--- src/hw/calc_pkg.sv ---
`default_nettype none

package calc_pkg;

    // Keypad code width, one decimal digit per strobe
    localparam int DIGIT_W = 4;

    // Operand and result width unless the top level overrides it
    localparam int DEFAULT_DATA_W = 16;

    typedef logic [2:0] op_t;

    // One-hot operator codes from the keypad
    localparam op_t OP_ADD = 3'b001;
    localparam op_t OP_SUB = 3'b010;
    localparam op_t OP_MUL = 3'b100;

endpackage

`default_nettype wire

--- src/hw/keypad_entry.sv ---
`default_nettype none

module keypad_entry #(
    parameter int DATA_W = calc_pkg::DEFAULT_DATA_W
) (
    input  wire                         clk,
    input  wire                         nRST,
    input  wire [calc_pkg::DIGIT_W-1:0] keypad_input,
    input  wire                         read_input,    // One cycle per digit
    input  wire                         entry_enable,
    input  wire                         entry_second,  // Low selects operand_a
    input  wire                         entry_clear,
    output logic [DATA_W-1:0]           operand_a,
    output logic [DATA_W-1:0]           operand_b
);
    import calc_pkg::*;

    logic [DATA_W-1:0] selected;
    logic [DATA_W-1:0] digit_ext;
    logic [DATA_W-1:0] accumulated;
    logic              digit_take;

    // Codes 10 to 15 are not digits
    assign digit_take = read_input && entry_enable && (keypad_input < DIGIT_W'(10));

    assign selected  = entry_second ? operand_b : operand_a;
    assign digit_ext = {{(DATA_W - DIGIT_W){1'b0}}, keypad_input};

    // x*10 as x*8 + x*2, wraps at DATA_W
    assign accumulated = (selected << 3) + (selected << 1) + digit_ext;

    always_ff @(posedge clk or negedge nRST) begin
        if (!nRST) begin
            operand_a <= '0;
            operand_b <= '0;
        end else if (entry_clear) begin
            operand_a <= '0;  // Fresh start for next operation
            operand_b <= '0;
        end else if (digit_take) begin
            if (entry_second) begin
                operand_b <= accumulated;
            end else begin
                operand_a <= accumulated;
            end
        end
    end

endmodule

`default_nettype wire

--- src/hw/calc_sequencer.sv ---
`default_nettype none

module calc_sequencer (
    input  wire                 clk,
    input  wire                 nRST,
    input  wire calc_pkg::op_t  operator_input,  // Sampled as a level
    input  wire                 equal_input,
    input  wire                 add_sub_finish,
    input  wire                 mult_finish,
    output logic                entry_enable,
    output logic                entry_second,
    output logic                entry_clear,
    output logic                start_add_sub,
    output logic                subtract,
    output logic                start_mult
);
    import calc_pkg::*;

    typedef enum logic [2:0] {
        FIRST  = 3'd0,  // First operand digits
        SECOND = 3'd1,  // Second operand digits
        ISSUE  = 3'd2,  // Fire the selected unit
        WAIT   = 3'd3,
        SHOW   = 3'd4
    } state_t;

    state_t state;
    state_t next_state;
    op_t    op_reg;
    logic   op_valid;
    logic   unit_done;

    // Anything but the three one-hot codes is ignored
    assign op_valid = (operator_input == OP_ADD) ||
                      (operator_input == OP_SUB) ||
                      (operator_input == OP_MUL);

    assign unit_done = add_sub_finish || mult_finish;

    always_comb begin
        next_state = state;
        case (state)
            FIRST: begin
                if (op_valid) begin
                    next_state = SECOND;
                end
            end
            SECOND: begin
                if (equal_input) begin
                    next_state = ISSUE;
                end
            end
            ISSUE: begin
                next_state = WAIT;
            end
            WAIT: begin
                if (unit_done) begin
                    next_state = SHOW;
                end
            end
            SHOW: begin
                next_state = FIRST;
            end
            default: begin
                next_state = FIRST;
            end
        endcase
    end

    always_ff @(posedge clk or negedge nRST) begin
        if (!nRST) begin
            state         <= FIRST;
            op_reg        <= OP_ADD;
            start_add_sub <= 1'b0;
            start_mult    <= 1'b0;
        end else begin
            state <= next_state;
            if ((state == FIRST) && op_valid) begin
                op_reg <= operator_input;  // Held through the operation
            end
            // Registered start, high for the single cycle after ISSUE
            start_add_sub <= (state == ISSUE) && (op_reg != OP_MUL);
            start_mult    <= (state == ISSUE) && (op_reg == OP_MUL);
        end
    end

    assign subtract     = (op_reg == OP_SUB);
    assign entry_enable = (state == FIRST) || (state == SECOND);
    assign entry_second = (state == SECOND);

    // Operands are cleared on the edge that leaves SHOW
    assign entry_clear = (state == SHOW);

endmodule

`default_nettype wire

--- src/hw/serial_add_sub.sv ---
`default_nettype none

module serial_add_sub #(
    parameter int DATA_W = calc_pkg::DEFAULT_DATA_W
) (
    input  wire              clk,
    input  wire              nRST,
    input  wire              start,
    input  wire              subtract,  // Valid with start
    input  wire [DATA_W-1:0] in_a,
    input  wire [DATA_W-1:0] in_b,
    output logic [DATA_W-1:0] result,
    output logic              finish
);
    localparam int CNT_W = $clog2(DATA_W);

    logic [DATA_W-1:0] a_shift;
    logic [DATA_W-1:0] b_shift;
    logic              carry;
    logic              sum_bit;
    logic              busy;
    logic              last_step;
    logic [CNT_W-1:0]  step;

    assign sum_bit   = a_shift[0] ^ b_shift[0] ^ carry;
    assign last_step = busy && (step == CNT_W'(DATA_W - 1));

    always_ff @(posedge clk or negedge nRST) begin
        if (!nRST) begin
            busy   <= 1'b0;
            step   <= '0;
            finish <= 1'b0;
        end else begin
            finish <= last_step;  // Exactly one pulse per start
            if (start) begin
                busy <= 1'b1;
                step <= '0;
            end else if (busy) begin
                step <= step + 1'b1;
                if (last_step) begin
                    busy <= 1'b0;
                end
            end
        end
    end

    // LSB first, sum bits enter result from the top
    always_ff @(posedge clk) begin
        if (start) begin
            a_shift <= in_a;
            b_shift <= subtract ? ~in_b : in_b;  // a + ~b + 1 for a - b
            carry   <= subtract;
        end else if (busy) begin
            a_shift <= a_shift >> 1;
            b_shift <= b_shift >> 1;
            carry   <= (a_shift[0] & b_shift[0]) | (carry & (a_shift[0] ^ b_shift[0]));
            result  <= {sum_bit, result[DATA_W-1:1]};
        end
    end

endmodule

`default_nettype wire

--- src/hw/shift_add_multiplier.sv ---
`default_nettype none

module shift_add_multiplier #(
    parameter int DATA_W = calc_pkg::DEFAULT_DATA_W
) (
    input  wire              clk,
    input  wire              nRST,
    input  wire              start,
    input  wire [DATA_W-1:0] in_a,  // Multiplicand
    input  wire [DATA_W-1:0] in_b,  // Multiplier
    output logic [DATA_W-1:0] result,
    output logic              finish
);
    localparam int CNT_W = $clog2(DATA_W);

    logic [DATA_W-1:0] mcand;
    logic [DATA_W-1:0] mplier;
    logic              busy;
    logic              last_step;
    logic [CNT_W-1:0]  step;

    assign last_step = busy && (step == CNT_W'(DATA_W - 1));

    always_ff @(posedge clk or negedge nRST) begin
        if (!nRST) begin
            busy   <= 1'b0;
            step   <= '0;
            finish <= 1'b0;
        end else begin
            finish <= last_step;
            if (start) begin
                busy <= 1'b1;
                step <= '0;
            end else if (busy) begin
                step <= step + 1'b1;
                if (last_step) begin
                    busy <= 1'b0;
                end
            end
        end
    end

    // Only the low DATA_W product bits are kept, so the
    // multiplicand simply shifts out of range at the top
    always_ff @(posedge clk) begin
        if (start) begin
            mcand  <= in_a;
            mplier <= in_b;
            result <= '0;
        end else if (busy) begin
            if (mplier[0]) begin
                result <= result + mcand;
            end
            mcand  <= mcand << 1;
            mplier <= mplier >> 1;  // Next multiplier bit to [0]
        end
    end

endmodule

`default_nettype wire

--- src/hw/result_display.sv ---
`default_nettype none

module result_display #(
    parameter int DATA_W = calc_pkg::DEFAULT_DATA_W
) (
    input  wire                      clk,
    input  wire                      nRST,
    input  wire                      add_sub_finish,
    input  wire [DATA_W-1:0]         add_sub_result,
    input  wire                      mult_finish,
    input  wire [DATA_W-1:0]         mult_result,
    output logic signed [DATA_W-1:0] display_output,
    output logic                     complete
);

    always_ff @(posedge clk or negedge nRST) begin
        if (!nRST) begin
            display_output <= '0;
            complete       <= 1'b0;
        end else begin
            complete <= add_sub_finish || mult_finish;  // One cycle wide
            if (add_sub_finish) begin
                display_output <= $signed(add_sub_result);
            end else if (mult_finish) begin
                display_output <= $signed(mult_result);
            end
            // Otherwise hold the last result
        end
    end

endmodule

`default_nettype wire

--- src/hw/calculator_top.sv ---
`default_nettype none

module calculator_top #(
    parameter int DATA_W = calc_pkg::DEFAULT_DATA_W
) (
    input  wire                         clk,
    input  wire                         nRST,
    input  wire [calc_pkg::DIGIT_W-1:0] keypad_input,
    input  wire                         read_input,
    input  wire calc_pkg::op_t          operator_input,
    input  wire                         equal_input,
    output wire signed [DATA_W-1:0]     display_output,
    output wire                         complete
);

    wire [DATA_W-1:0] operand_a;
    wire [DATA_W-1:0] operand_b;
    wire              entry_enable;
    wire              entry_second;
    wire              entry_clear;
    wire              start_add_sub;
    wire              subtract;
    wire              start_mult;
    wire [DATA_W-1:0] add_sub_result;
    wire              add_sub_finish;
    wire [DATA_W-1:0] mult_result;
    wire              mult_finish;

    keypad_entry #(.DATA_W(DATA_W)) u_entry (
        .clk          (clk),
        .nRST         (nRST),
        .keypad_input (keypad_input),
        .read_input   (read_input),
        .entry_enable (entry_enable),
        .entry_second (entry_second),
        .entry_clear  (entry_clear),
        .operand_a    (operand_a),
        .operand_b    (operand_b)
    );

    calc_sequencer u_seq (
        .clk            (clk),
        .nRST           (nRST),
        .operator_input (operator_input),
        .equal_input    (equal_input),
        .add_sub_finish (add_sub_finish),
        .mult_finish    (mult_finish),
        .entry_enable   (entry_enable),
        .entry_second   (entry_second),
        .entry_clear    (entry_clear),
        .start_add_sub  (start_add_sub),
        .subtract       (subtract),
        .start_mult     (start_mult)
    );

    serial_add_sub #(.DATA_W(DATA_W)) u_add_sub (
        .clk      (clk),
        .nRST     (nRST),
        .start    (start_add_sub),
        .subtract (subtract),
        .in_a     (operand_a),
        .in_b     (operand_b),
        .result   (add_sub_result),
        .finish   (add_sub_finish)
    );

    shift_add_multiplier #(.DATA_W(DATA_W)) u_mult (
        .clk    (clk),
        .nRST   (nRST),
        .start  (start_mult),
        .in_a   (operand_a),
        .in_b   (operand_b),
        .result (mult_result),
        .finish (mult_finish)
    );

    result_display #(.DATA_W(DATA_W)) u_display (
        .clk            (clk),
        .nRST           (nRST),
        .add_sub_finish (add_sub_finish),
        .add_sub_result (add_sub_result),
        .mult_finish    (mult_finish),
        .mult_result    (mult_result),
        .display_output (display_output),
        .complete       (complete)
    );

endmodule

`default_nettype wire

--- config.mk ---
export PLATFORM = sky130hd
export DESIGN_NAME = calculator_top
export DESIGN_NICKNAME = d
export VERILOG_FILES = /design/src/hw/calc_pkg.sv /design/src/hw/keypad_entry.sv /design/src/hw/calc_sequencer.sv /design/src/hw/serial_add_sub.sv /design/src/hw/shift_add_multiplier.sv /design/src/hw/result_display.sv /design/src/hw/calculator_top.sv
export SDC_FILE = /design/constraint.sdc
export NUM_CORES = 1
export LEC_CHECK = 0
export ABC_AREA = 1
export BUFFER_PORTS_ARGS = -buffer_cell sky130_fd_sc_hd__buf_2
export CELL_PAD_IN_SITES_DETAIL_PLACEMENT = 1
export CELL_PAD_IN_SITES_GLOBAL_PLACEMENT = 2
export CORE_ASPECT_RATIO = 0.7
export CORE_UTILIZATION = 38
export DETAILED_ROUTE_END_ITERATION = 10
export GPL_TIMING_DRIVEN = 1
export HOLD_SLACK_MARGIN = 0.05
export PLACE_DENSITY = 0.78
export REMOVE_ABC_BUFFERS = 1
export SLEW_MARGIN = 25
export SYNTH_ARGS = -nofsm -noshare
export SYNTH_HDL_FRONTEND = slang
export SYNTH_HIERARCHICAL = 1
export SYNTH_SLANG_ARGS = --single-unit
export TNS_END_PERCENT = 30
--- constraint.sdc ---
create_clock -name clk -period 3.67 [get_ports clk]
set_clock_uncertainty 0.1 [all_clocks]
set_input_delay 0.5505 -clock clk [delete_from_list [all_inputs] [get_ports clk]]
set_output_delay 0.5505 -clock clk [all_outputs]
set_load 0.05 [all_outputs]
==> run metrics, run 1 <==
Multi-input gate area=0.00392 mm²; WP data required=3850 ps; Seq. cell area=0.00448 mm²; CP max stage cell=dfrtp_1; PortBufs=27; FFs w/ async S/R, synth=41.6%; crit path time final=3260 ps; largest net degree at the start of global routing=70; number of synthesized flops with an enable pin=81; peak per-stage delay on the critical path=430 ps; total gr overflow=0; DRT Pass-1 Iters=5; pre-CTS setup slack=404 ps; RSZ-0062 raised after global routing=false; chip width=187 µm; GRT Resource Usage Total=20.0%; site row count=47; Seq/Total Area, Yosys=49.0%; status=finished, final reports clean; Logic pwr share=2.6%; CTS tree=done; Clock Path Buffers=2; TritonCTS Buffers=17; # H-tree levels=4; Pwr Density=385 mW/mm²; register share of total power=50.3%; Worst slew margin=46.6%; DRC viols=0; Seq cells post-synth=166; Ports=28; dpl cell area=0.00947 mm²; max-cap violations=0; final hold vios=0; Layout area overhead=10.2%; Num Clock Sinks=166; ant diodes=0; initial antenna violation count=0; cell mode on critical path=nand2_1; crit end category=register; Final ANT Viol Nets=0; average cell area after synthesis=8.13 µm²; Filler Cells Inserted=2890; Mapped Cells=1124; layout cell share with drive strength beyond 1=7.71%; die area=0.0247 mm²; setup TNS=0 ps; Final Cell Area=0.0101 mm²; final max-slew violation count=0; vias=7073; Worst VDD drop=0.287 mV; Clock Power Share=47.1%; crit path setup slack, layout=407 ps; Worst-Skew Late Latency=430 ps; cell area after synthesis=0.00914 mm²; WL final=23100 µm; Starting Density=38.6%; clk slew on worst S/H paths=60 ps; Least-Margin Pin Slew=801 ps; drt initial violations=344; critical path fanouts, max=21; final worst path period share=88.9%; Nets=1200; switching share of power=20.9%; dpl hpwl=16700 µm; Yosys warnings=6; NetSw=0.000811 W; gpl congestion=0.782; Power Internal=0.00306 W; CORE AREA=0.0236 mm²; Lkg Pwr=4.77 nW; crit start category=register; Power Total=0.00387 W; drt wl/cell=15.7 µm; Hold Path Class=input pin to asynchronous set/reset pin; Top FF cell, synth=edfxtp_1; die height=132 µm; Max Fclk=306 MHz; CP Class=register to register; via/cell ratio=4.80; vias in the first global route=7178; final count of negative-setup-slack endpoints=0; first-pass GRT wire length=39100 µm; crit-path cells=nor2_1 > nand2_1 > inv_1 > buf_6 > nand2_1 > o21ai_0 > ha_1 > ha_1 > nand2_1 > nor2_1 > nand3_1 > nand3_1 > nand2_1 > nand3_1 > o21ai_1; root buffer cell=clkbuf_16; Critical Path AT=3450 ps; post-synthesis cell type count=43
## layout make-up
type                       count  share of cell area, %
multi-input combinational    797                   39.0
timing repair buffer          35                   2.04
clock buffer                  23                   4.55
clock inverter                 9                   1.27
tap                          318                   3.95
sequential                   166                   44.5
inverter                     125                   4.71
## worst paths after layout
kind / end / slack, ps / depth (start not counted) / from
min reg2reg: u_add_sub/result[11] / 350 / 0 / u_add_sub/result[12]
max: u_entry/operand_b[12] / 410 / 15 / u_seq/state[2]
max in group asynchronous: u_entry/operand_b[4] / 2950 / 1 / nRST
min in group clk: u_seq/op_reg[0] / 260 / 3 / operator_input[0]
max reg2reg: u_entry/operand_b[12] / 410 / 15 / u_seq/state[2]
min: u_display/display_output[13] / 40 / 1 / nRST
## power by group through the flow
stage	registers (W)	logic [W]	clock network (W)
5_1_grt	0.00195	0.000117	0.00195
4_1_cts	0.00195	0.000102	0.00189
3_5_place_dp	0.00199	0.000101	0
3_3_place_gp	0.00199	0.0000991	0
2_1_floorplan	0.00198	0.0000581	0
6_report	0.00195	0.0000991	0.00183
## critical path: cells and delay by family, from the launching register on
family                   cells  cell delay [ps]
AND/OR/NAND/NOR              9             1210
adder cells (fa/ha/maj)      2              710
flip-flops                   1              430
buffers and inverters        2              390
AO/OA/AOI/OAI                2              270
## synthesized netlist by cell type, types with 10 or more instances
cell type / instances / area [µm²]
nand4_1: 12 / 75.1
dfxtp_1: 16 / 320
o21ai_1: 19 / 95.1
inv_1: 118 / 443
nor2_1: 71 / 267
xnor2_1: 20 / 175
a21oi_1: 20 / 100
dfrtp_1: 68 / 1700
edfxtp_1: 81 / 2430
ha_1: 43 / 538
buf_2: 10 / 50.1
nand2_1: 451 / 1690
o21ai_0: 35 / 175
nand3_1: 81 / 405
## what timing repair did
action / 4_1_cts / 5_1_grt
hold buffers: 0 / 0
setup buffers: 0 / 0
setup endpoints to repair: 0 / 1
resized for setup: 0 / 1
## metal layers
layer  global-route usage, %  wire length [µm]  share of wire [%]
met5                       0                 0                  0
met4                    4.37               193               0.84
met3                    3.35               631                2.7
met2                    28.9              9540                 41
met1                    31.2             12700                 55
## cell usage in the layout (no fill, tap or decap), types with 12 or more instances in the layout
master and count:
a21oi_1 20, buf_2 26, clkbuf_16 17, dfrtp_1 68
dfxtp_1 16, edfxtp_1 81, ha_1 43, inv_1 118
nand2_1 451, nand3_1 81, nand4_1 12, nor2_1 70
o21ai_0 35, o21ai_1 19, xnor2_1 20
## logic make-up after synthesis
logic type | share of synthesized area (%)
AO/OA/AOI/OAI | 4.48
XOR/XNOR | 2.30
buffers and inverters | 8.07
flip-flops | 49.0
AND/OR/NAND/NOR | 29.3
adder cells (fa/ha/maj) | 6.77
## per-stage QoR
| stage | hold WS (ps) | util [%] | instances |
|---|---|---|---|
| 2_1_floorplan | 155 | - | 1088 |
| 3_3_place_gp | 334 | 40.1 | 1441 |
| 3_5_place_dp | 338 | 40.1 | 1441 |
| 4_1_cts | 205 | 42.5 | 1473 |
| 5_1_grt | 93.1 | 42.6 | 1473 |
| 6_report | 40.1 | 42.6 | 1473 |
Note: power is estimated with default switching activity, not from simulation.
==> inputs of run 2 (changes only) <==
--- a/config.mk
+++ b/config.mk
@@ -9,12 +9,12 @@
 export BUFFER_PORTS_ARGS = -buffer_cell sky130_fd_sc_hd__buf_2
 export CELL_PAD_IN_SITES_DETAIL_PLACEMENT = 1
 export CELL_PAD_IN_SITES_GLOBAL_PLACEMENT = 2
-export CORE_ASPECT_RATIO = 0.7
 export CORE_UTILIZATION = 38
 export DETAILED_ROUTE_END_ITERATION = 10
 export GPL_TIMING_DRIVEN = 1
 export HOLD_SLACK_MARGIN = 0.05
 export PLACE_DENSITY = 0.78
+export RECOVER_POWER = 100
 export REMOVE_ABC_BUFFERS = 1
 export SLEW_MARGIN = 25
 export SYNTH_ARGS = -nofsm -noshare
==> run metrics, run 2 (synthesis gave the netlist of run 1 again) <==
Worst slew margin=-36.4% (was 46.6%); Clock Power Share=46.5% (was 47.1%); hold_sp=operator_input[0]; Worst Setup EP=u_entry/operand_b[8] (was u_entry/operand_b[12]); Hold Path Class=input pin to register (was input pin to asynchronous set/reset pin); max-cap violations=3 (was 0); Reg2Reg Launch Point=u_seq/state[2] (unchanged); Reg-to-Reg End=u_entry/operand_b[8] (was u_entry/operand_b[12]); CORE AREA=0.0235 mm² (was 0.0236 mm²); chip width=157 µm (was 187 µm); placed cells=1442 (was 1441); Layout area overhead=9.35% (was 10.2%); Max Fclk=311 MHz (was 306 MHz); initial antenna violation count=0 (unchanged); final worst path period share=87.6% (was 88.9%); layout cell share with drive strength beyond 1=5.62% (was 7.71%); NetSw=0.000909 W (was 0.000811 W); total gr overflow=0 (unchanged); final hold slack=275 ps (was 40.1 ps); critical path fanouts, max=20 (was 21); final max-slew violation count=94 (was 0); DRT Pass-1 Iters=4 (was 5); Nets=1201 (was 1200); first-pass GRT wire length=37200 µm (was 39100 µm); Critical Path Source=u_seq/state[2] (unchanged); TritonCTS Buffers=17 (unchanged); CP Class=register to register (unchanged); worst-case reg-to-reg path depth=15 (unchanged); Pwr Density=383 mW/mm² (was 385 mW/mm²); commonest cells after routing, fill and taps aside=nand2_1, inv_1, nand3_1, edfxtp_1, nor2_1 (unchanged); drt wl/cell=14.8 µm (was 15.7 µm); dpl cell area=0.00948 mm² (was 0.00947 mm²); Clock Path Buffers=2 (unchanged); dpl hpwl=16200 µm (was 16700 µm); failing checks=capacitance limit, slew limit; Lkg Pwr=4.69 nW (was 4.77 nW); register share of total power=50.9% (was 50.3%); RSZ-0062 raised after global routing=false (unchanged); crit path time final=3210 ps (was 3260 ps); vias=7001 (was 7073); Final Cell Area=0.00999 mm² (was 0.0101 mm²); Num Clock Sinks=166 (unchanged); vias in the first global route=7271 (was 7178); worst reg-to-reg setup slack=460 ps (was 410 ps); # H-tree levels=4 (unchanged); Logic pwr share=2.6% (about the same); ant diodes=0 (unchanged); Final Non-Filler Cells=1475 (was 1473); CTS tree=done (unchanged); PortBufs=27 (unchanged); Ports=28 (unchanged); largest net degree at the start of global routing=55 (was 70); Final ANT Viol Nets=0 (unchanged); status=complete, but fails checks (was finished, final reports clean); root buffer cell=clkbuf_16 (unchanged); Power Internal=0.00291 W (was 0.00306 W); gpl congestion=0.782 (unchanged); setup TNS=0 ps (unchanged); crit path setup slack, layout=455 ps (was 407 ps); die height=157 µm (was 132 µm); site row count=56 (was 47); DRC viols=0 (unchanged); crit start category=register (unchanged); GRT Resource Usage Total=19.4% (was 20.0%); pre-CTS setup slack=438 ps (was 404 ps); WP data required=3910 ps (was 3850 ps); clk slew on worst S/H paths=70 ps (was 60 ps); Worst VDD drop=0.211 mV (was 0.287 mV); Critical Path AT=3460 ps (was 3450 ps); final count of negative-setup-slack endpoints=0 (unchanged); commonest non-fill, non-tap cell in the layout=nand2_1 (unchanged); die area=0.0247 mm² (about the same); drt initial violations=258 (was 344); switching share of power=23.8% (was 20.9%); Starting Density=38.8% (was 38.6%); Worst-Skew Late Latency=430 ps (about the same); via/cell ratio=4.75 (was 4.80); crit end category=register (unchanged); Least-Margin Pin Slew=2050 ps (was 801 ps); WL final=21800 µm (was 23100 µm); final hold vios=0 (unchanged)
==> run 2: per-stage QoR <==
stage          total power [W]  utilization, %
6_report               0.00382            42.4
5_1_grt                0.00397            42.4
4_1_cts                0.00389            42.8
3_5_place_dp           0.00209            40.2
3_3_place_gp           0.00208            40.2
2_1_floorplan          0.00204               -
==> run 2: critical path, stage by stage, from the launching register on <==
cell and delay (ps):
dfrtp_1 420, nor2_1 90, nand2_1 80, inv_1 110, buf_4 230, nand2_1 80
o21ai_0 140, fa_1 530, inv_1 70, fa_1 500, nand3_1 130, nand3_2 120
a21oi_1 170, or2_1 120, nand3_1 70, o21ai_0 180
==> run 2: area by class of cell <==
| cell class | count | area (µm²) |
|---|---|---|
| flip-flops and latches | 166 | 4480 |
| clock buffers | 18 | 450 |
| multi-input cells | 797 | 3890 |
| repair buffers | 36 | 159 |
| fillers | 2924 | 13600 |
| inverters | 125 | 474 |
| clock inverters | 14 | 133 |
| well taps | 319 | 399 |
==> run 2: worst min-delay path by stage <==
stage,endpoint,cells past startpoint
after floorplan,u_add_sub/busy,0
after global placement,u_add_sub/result[12],0
after detailed placement,u_add_sub/result[1],0
after CTS,u_seq/op_reg[0],3
after global routing,u_seq/op_reg[0],3
final,u_seq/op_reg[0],3
==> run 2: power groups by stage <==
stage | logic, W | registers (W) | clock network [W]
final | 0.0000987 | 0.00195 | 0.00178
after global routing | 0.000116 | 0.00195 | 0.00190
after CTS | 0.000103 | 0.00194 | 0.00184
after detailed placement | 0.000102 | 0.00198 | 0
after global placement | 0.000100 | 0.00198 | 0
after floorplan | 0.0000581 | 0.00198 | 0
==> run 2: metal layers <==
| metal | vias to the layer above | track usage [%] | wire (µm) |
|---|---|---|---|
| met2 | 64 | 33.8 | 10400 |
| met4 | 0 | 6.29 | 365 |
| li1 | 3618 | - | - |
| met3 | 21 | 2.56 | 394 |
| met5 | - | 0 | 0 |
| met1 | 3298 | 24.8 | 10600 |
==> run 2: timing repair <==
| action | CTS | global route |
|---|---|---|
| endpoints found under the hold margin | 23 | 0 |
| resized for setup | 0 | 0 |
| hold buffers | 1 | 0 |
| setup buffers | 0 | 0 |
